$ cat src/safety_defs.svh
`ifndef SAFETY_DEFS_SVH
`define SAFETY_DEFS_SVH

// number of supervised axes
`define NUM_AXES 4

// allowed |cmd - meas| before a cycle counts as violating, about 440 mA
`define CUR_MARGIN 16'h0900

// near-zero measured window, both bounds exclusive (roughly +/-150 mA)
`define CUR_ZERO_LO 16'h7D00
`define CUR_ZERO_HI 16'h8300

// command at or beyond these ends skips the check
`define CMD_LOW_EXEMPT  16'h0900
`define CMD_HIGH_EXEMPT 16'hF6FF

// consecutive violating cycles to trip, small value for sim
// (hardware value is 50 ms worth of clocks)
`define ERR_CNT_W 24
`define ERR_LIMIT 24'd5

`endif
$ cat src/safety_pkg.sv
`include "safety_defs.svh"

package safety_pkg;

    // offset binary, 0x8000 = zero current
    typedef logic [15:0] current_t;

    // axis number, sized from axis count
    typedef logic [$clog2(`NUM_AXES)-1:0] axis_t;

    // consecutive violation count
    typedef logic [`ERR_CNT_W-1:0] err_cnt_t;

endpackage

$ cat src/axis_sample_if.sv
`include "safety_defs.svh"

// held samples, sampler -> checker
interface axis_sample_if;

    safety_pkg::current_t cur [`NUM_AXES]; // last measured current
    safety_pkg::current_t dac [`NUM_AXES]; // last commanded current
    logic [`NUM_AXES-1:0]  check_en;        // registered enable levels
    logic [`NUM_AXES-1:0]  loaded;          // both values seen since reset

    modport source (
        output cur, dac, check_en, loaded
    );

    modport sink (
        input cur, dac, check_en, loaded
    );

endinterface

$ cat src/safety_top.sv
`include "safety_defs.svh"

module safety_top (
    input  logic                   clk,
    input  logic                   rst,
    input  safety_pkg::current_t   cur_in,          // measured, from ADC side
    input  logic                   cur_stb,
    input  safety_pkg::current_t   dac_in,          // commanded, from DAC side
    input  logic                   dac_stb,
    input  safety_pkg::axis_t      axis_sel,
    input  logic [`NUM_AXES-1:0]   enable_check,
    input  logic [`NUM_AXES-1:0]   clear_disable,
    output logic [`NUM_AXES-1:0]   amp_disable,
    output logic                   any_disable,
    output safety_pkg::axis_t      first_fault,
    output logic                   first_fault_valid
);

    logic [`NUM_AXES-1:0] trip; // counter at limit, per axis

    axis_sample_if u_samp_if ();

    // input side
    current_sampler u_sampler (
        .clk          (clk),
        .rst          (rst),
        .cur_in       (cur_in),
        .cur_stb      (cur_stb),
        .dac_in       (dac_in),
        .dac_stb      (dac_stb),
        .axis_sel     (axis_sel),
        .enable_check (enable_check),
        .samp         (u_samp_if.source)
    );

    // compare and count
    current_safety_check u_check (
        .clk  (clk),
        .rst  (rst),
        .samp (u_samp_if.sink),
        .trip (trip)
    );

    // disable latches and first-fault
    amp_disable_ctrl u_disable (
        .clk               (clk),
        .rst               (rst),
        .trip              (trip),
        .clear_disable     (clear_disable),
        .amp_disable       (amp_disable),
        .any_disable       (any_disable),
        .first_fault       (first_fault),
        .first_fault_valid (first_fault_valid)
    );

endmodule

$ cat src/amp_disable_ctrl.sv
`include "safety_defs.svh"

module amp_disable_ctrl (
    input  logic                   clk,
    input  logic                   rst,
    input  logic [`NUM_AXES-1:0]   trip,
    input  logic [`NUM_AXES-1:0]   clear_disable,
    output logic [`NUM_AXES-1:0]   amp_disable,
    output logic                   any_disable,
    output safety_pkg::axis_t      first_fault,
    output logic                   first_fault_valid
);

    logic [`NUM_AXES-1:0] dis_nxt;   // latch state after this edge
    logic [`NUM_AXES-1:0] set_mask;  // axes going 0 -> 1 this edge
    safety_pkg::axis_t    set_axis;  // lowest numbered setting axis

    // sticky latch, clear wins over trip
    assign dis_nxt  = (amp_disable | trip) & ~clear_disable;
    assign set_mask = dis_nxt & ~amp_disable;

    // priority encoder, walk down so the lowest index wins
    always_comb begin
        set_axis = '0;
        for (int i = `NUM_AXES - 1; i >= 0; i--) begin
            if (set_mask[i]) begin
                set_axis = safety_pkg::axis_t'(i);
            end
        end
    end

    always_ff @(posedge clk) begin
        if (rst) begin
            amp_disable <= '0;
        end else begin
            amp_disable <= dis_nxt;
        end
    end

    // first fault capture
    always_ff @(posedge clk) begin
        if (rst) begin
            first_fault       <= '0;
            first_fault_valid <= 1'b0;
        end else if (!first_fault_valid) begin
            if (|set_mask) begin
                first_fault       <= set_axis;
                first_fault_valid <= 1'b1;
            end
        end else if (dis_nxt == '0) begin
            first_fault_valid <= 1'b0; // all released, rearm
        end
    end

    assign any_disable = |amp_disable;

endmodule

$ cat src/current_safety_check.sv
`include "safety_defs.svh"

module current_safety_check (
    input  logic                 clk,
    input  logic                 rst,
    axis_sample_if.sink          samp,
    output logic [`NUM_AXES-1:0] trip
);

    for (genvar a = 0; a < `NUM_AXES; a++) begin : g_axis

        safety_pkg::current_t cur;
        safety_pkg::current_t dac;
        safety_pkg::current_t diff;     // |cur - dac|
        safety_pkg::err_cnt_t err_cnt;
        logic                 active;   // enabled and both values present
        logic                 near_zero;
        logic                 cmd_large;
        logic                 over_margin;
        logic                 at_limit;

        assign cur = samp.cur[a];
        assign dac = samp.dac[a];

        assign active = samp.check_en[a] & samp.loaded[a];

        // measured current too small to judge
        assign near_zero = (cur > `CUR_ZERO_LO) && (cur < `CUR_ZERO_HI);

        // large command requested, nothing gained by checking
        assign cmd_large = (dac <= `CMD_LOW_EXEMPT) || (dac >= `CMD_HIGH_EXEMPT);

        // offset binary subtracts like unsigned, order the operands
        assign diff = (cur > dac) ? (cur - dac) : (dac - cur);
        assign over_margin = diff > `CUR_MARGIN;

        assign at_limit = err_cnt >= `ERR_LIMIT;

        // consecutive violation counter
        always_ff @(posedge clk) begin
            if (rst) begin
                err_cnt <= '0;
            end else if (!active) begin
                err_cnt <= '0;
            end else if (near_zero) begin
                err_cnt <= '0; // exemption 1
            end else if (cmd_large) begin
                err_cnt <= '0; // exemption 2
            end else if (over_margin) begin
                if (!at_limit) begin
                    err_cnt <= err_cnt + 1'b1;
                end // else hold, saturate at limit
            end else begin
                err_cnt <= '0; // back in band, streak broken
            end
        end

        assign trip[a] = at_limit; // straight off the counter

    end

endmodule

$ cat src/current_sampler.sv
`include "safety_defs.svh"

module current_sampler (
    input  logic                  clk,
    input  logic                  rst,
    input  safety_pkg::current_t  cur_in,
    input  logic                  cur_stb,
    input  safety_pkg::current_t  dac_in,
    input  logic                  dac_stb,
    input  safety_pkg::axis_t     axis_sel,     // applies to both strobes
    input  logic [`NUM_AXES-1:0]  enable_check,
    axis_sample_if.source         samp
);

    localparam safety_pkg::current_t CUR_MID = 16'h8000; // zero amps

    logic [`NUM_AXES-1:0] cur_seen; // measured value written at least once
    logic [`NUM_AXES-1:0] dac_seen; // command written at least once

    // sample holding regs, strobe never refused
    always_ff @(posedge clk) begin
        if (rst) begin
            for (int i = 0; i < `NUM_AXES; i++) begin
                samp.cur[i] <= CUR_MID;
                samp.dac[i] <= CUR_MID;
            end
            cur_seen <= '0;
            dac_seen <= '0;
            samp.check_en <= '0;
        end else begin
            if (cur_stb) begin
                samp.cur[axis_sel] <= cur_in;
                cur_seen[axis_sel] <= 1'b1;
            end
            if (dac_stb) begin
                samp.dac[axis_sel] <= dac_in;
                dac_seen[axis_sel] <= 1'b1;
            end
            samp.check_en <= enable_check; // same 1-cycle delay as data
        end
    end

    // no check on reset values alone
    assign samp.loaded = cur_seen & dac_seen;

endmodule

$ cat config.mk
export PLATFORM = sky130hd
export DESIGN_NAME = safety_top
export DESIGN_NICKNAME = d
export VERILOG_FILES = /design/src/safety_pkg.sv /design/src/axis_sample_if.sv /design/src/safety_top.sv /design/src/amp_disable_ctrl.sv /design/src/current_safety_check.sv /design/src/current_sampler.sv
export VERILOG_INCLUDE_DIRS = /design/src
export SDC_FILE = /design/constraint.sdc
export NUM_CORES = 1
export LEC_CHECK = 0
export ABC_AREA = 1
export BUFFER_PORTS_ARGS = -buffer_cell sky130_fd_sc_hd__buf_2
export CORE_MARGIN = 10
export CORE_UTILIZATION = 55
export CTS_CLUSTER_SIZE = 28
export DETAILED_ROUTE_END_ITERATION = 7
export HOLD_SLACK_MARGIN = 0.05
export PLACE_DENSITY = 0.78
export SLEW_MARGIN = 20
export SYNTH_ARGS = -nofsm -noshare
export SYNTH_HDL_FRONTEND = slang
export SYNTH_HIERARCHICAL = 1
export SYNTH_SLANG_ARGS = --single-unit
$ cat constraint.sdc
create_clock -name clk -period 3.6 [get_ports clk]
set_clock_uncertainty 0.2 [all_clocks]
set_input_delay 0.36 -clock clk [delete_from_list [all_inputs] [get_ports clk]]
set_output_delay 0.36 -clock clk [all_outputs]
set_load 0.02 [all_outputs]
==> impl_metrics.env <==
export IMPL_status="complete, no violations"
export IMPL_num_vias=18800
export IMPL_drt_iter0_drc=1572
export IMPL_cap_viol_max_count=0
export IMPL_start_util_pct=55.7
export IMPL_highest_layer="met4"
export IMPL_avgSynthCellArea_sq_um=6.02
export IMPL_io_buffers=53
export IMPL_drv_slew=0
export IMPL_drive_gt1_share_pct=8.27
export IMPL_rsz0062_at_grt="no"
export IMPL_nets=3427
export IMPL_ys_seq_elements=243
export IMPL_fin_cells=3706
export IMPL_area_growth_pct=7.64
export IMPL_critPathKind="reg2reg"
export IMPL_synth_area_top_cells="dfxtp_1 25%, nand2_1 20%, inv_1 13%"
export IMPL_clkSinkCount=243
export IMPL_place_hpwl_um=39100
export IMPL_worst_setup_path_end_kind="flip-flop"
export IMPL_p_leak_uw=0.0111
export IMPL_totalWireLength_um=51700
export IMPL_routedLengthMet1_um=22600
export IMPL_grt_pass1_wl_um=85600
export IMPL_synth_top_cell_by_area="dfxtp_1"
export IMPL_drtPass1Iterations=6
export IMPL_antenna_left=0
export IMPL_worstMarginPinSlew_ns=0.850
export IMPL_hold_path_class="in2reg"
export IMPL_die_h_um=207
export IMPL_power_density_mw_per_mm2=418
export IMPL_path_clk_slew_ns=0.06
export IMPL_core_sq_mm=0.0345
export IMPL_synth_edf_count=0
export IMPL_tns_ns=0
export IMPL_rrSetupSlack_ns=0.29
export IMPL_synth_common_cells="1032 x nand2_1, 647 x inv_1, 342 x nor2_1"
export IMPL_critPathMaxFanout=24
export IMPL_yosys_cell_count_top_type="nand2_1"
export IMPL_critPathRequiredTime_ns=3.82
export IMPL_synth_nets=3388
export IMPL_critPathLaunchType="flip-flop"
export IMPL_peakVddDrop_v=0.000413
export IMPL_arrival_ns=3.53
export IMPL_crit_slowest_cell="fa_1"
export IMPL_yosys_area_top_type_share_pct=25.3
export IMPL_final_hold_viol_count=0
export IMPL_synthesis_area_sq_mm=0.0192
export IMPL_yosysSeqAreaShare_pct=25.3
export IMPL_grt_pass1_vias=18000
export IMPL_io_pin_count=54
export IMPL_total_power_uw=8650
export IMPL_synthCells=3198
export IMPL_min_period_over_period_pct=91.8
export IMPL_cpPeakStageDelay_ns=0.41
export IMPL_row_count=68
export IMPL_grt_max_degree=112
export IMPL_fp_dieW_um=207
export IMPL_cts_tree="done"
export IMPL_yosys_warnings=6
export IMPL_synth_cell_types=41
export IMPL_cts_setup_buffers=0
export IMPL_max_freq_mhz=302
export IMPL_routed_wl_met2_um=24200
export IMPL_grt_total_usage_pct=23.1
export IMPL_wl_met3_um=3260
export IMPL_period_minus_slack_ns=3.31
export IMPL_setup_violations=0
export IMPL_clock_tree_buffer_depth=3
export IMPL_grt_remaining_overflow=0
export IMPL_synth_flop_cell="dfxtp_1"
export IMPL_routedWlPerCell_um=14.0
export IMPL_cts_made_buffers=26
export IMPL_via_per_inst=5.08
export IMPL_htree_levels=1
export IMPL_cts_root_buffer="clkbuf_16"
export IMPL_drc=0
export IMPL_slew_headroom_pct=43.3
export IMPL_n_antenna_cell=0
export IMPL_clock_latency_ns=0.55
export IMPL_cp_cell_sequence="inv_1 > ha_1 > fa_1 > inv_1 > nand3_1 > nand2_2 > nand2_1 > nand2_1 > nand2_2 > nand2_4 > nand2_4 > nand2_1 > nand2_1 > nor2_1 > nand2_1 > nor2_1 > nand3_1 > nand3_2 > buf_12 > nor2_1"
export IMPL_antenna_found_initial=0
export IMPL_placed_cells=3624
export IMPL_crit_top_cell="nand2_1"
export IMPL_place_congestion=0.970
export IMPL_async_reset_ff_share_pct=0
export IMPL_fp_dieArea_sq_mm=0.0429
-- worst paths after layout --
| path | from | cells after the start | end |
|---|---|---|---|
| min | rst | 3 | u_disable/first_fault_valid$_SDFF_PP0_ |
| max | u_sampler/samp.cur[16]$_SDFFE_PP0P_ | 20 | u_check/g_axis[2].err_cnt[1]$_SDFFE_PP0N_ |
| min reg2reg | u_check/g_axis[3].err_cnt[23]$_SDFFE_PP0N_ | 2 | u_check/g_axis[3].err_cnt[23]$_SDFFE_PP0N_ |
| max reg2reg | u_sampler/samp.cur[16]$_SDFFE_PP0P_ | 20 | u_check/g_axis[2].err_cnt[1]$_SDFFE_PP0N_ |
-- through the flow --
step                area (sq um)  utilization, %  hold slack (ns)  worst slack, ns
finish                     20700            60.0           0.0767            0.294
global route               20700            60.0           0.0980           0.0191
CTS                        20700            59.9           0.0625            0.275
detailed placement         19500            56.4            0.217            0.306
global placement           19500            56.4            0.211            0.327
floorplan                  19200               -            0.204            0.826
-- cell families after synthesis --
group / after synthesis / share of synthesized area [%]
AO/OA/AOI/OAI: 179 / 4.94
XOR/XNOR: 48 / 2.18
adder cells (fa/ha/maj): 144 / 9.68
buffers and inverters: 760 / 16.8
flip-flops: 243 / 25.3
AND/OR/NAND/NOR: 1824 / 41.2
-- cell usage in the layout, fill, tap and decap left out, drive strengths merged, types with 31 or more instances in the layout --
| cell type | Yosys | final |
|---|---|---|
| nand3 | 202 | 202 |
| nand2 | 1072 | 1072 |
| o21ai | 31 | 31 |
| a21oi | 128 | 128 |
| nor2 | 424 | 424 |
| nand4 | 70 | 70 |
| inv | 669 | 669 |
| clkbuf | 8 | 34 |
| buf | 81 | 60 |
| dfxtp | 243 | 243 |
| xor2 | 32 | 32 |
| dlygate4sd3 | 0 | 40 |
| ha | 136 | 136 |
-- worst max-delay path: cells and delay by family, from the launching register on --
| family | cells | cell delay (ns) |
|---|---|---|
| buffers and inverters | 3 | 0.39 |
| and+or+nand+nor | 15 | 1.55 |
| DFF | 1 | 0.38 |
| adders and majority gates | 2 | 0.64 |
-- layout make-up --
class / instances / area, sq um
Tap cell: 455 / 569
Timing Repair Buffer: 100 / 756
Fill cell: 3352 / 13800
Inverter: 671 / 2520
Sequential cell: 243 / 4860
Clock buffer: 34 / 742
Multi-Input combinational cell: 2195 / 11200
Clock inverter: 8 / 98.8
-- power by group --
| group | leakage, uW | switching (uW) | total (uW) | internal (uW) |
|---|---|---|---|---|
| clock network | 0.000410 | 1090 | 2670 | 1580 |
| registers | 0.00198 | 87.2 | 2860 | 2770 |
| logic | 0.00872 | 2080 | 3120 | 1040 |
| total | 0.0111 | 3260 | 8650 | 5390 |
-- layer usage --
layer,track usage [%],vias up
met5,0,-
met4,7.58,0
met3,3.17,110
met2,39.9,593
met1,29.0,8456
li1,-,9686
-- sequential cells by signal, summed over array words and instances, names as in the netlist --
| name | count |
|---|---|
| u_sampler/dac_seen | 4 |
| u_sampler/samp.check_en | 4 |
| u_sampler/samp.dac | 64 |
| u_disable/first_fault_valid | 1 |
| u_check/g_axis.err_cnt | 96 |
| u_sampler/cur_seen | 4 |
| u_sampler/samp.cur | 64 |
| u_disable/amp_disable | 4 |
| u_disable/first_fault | 2 |
-- repair_timing --
action	in CTS	in global routing
hold buffers	40	0
hold endpoints to repair	113	0
gates resized for setup	0	2
setup endpoints to repair	0	13
(Power assumes the default switching activity.)
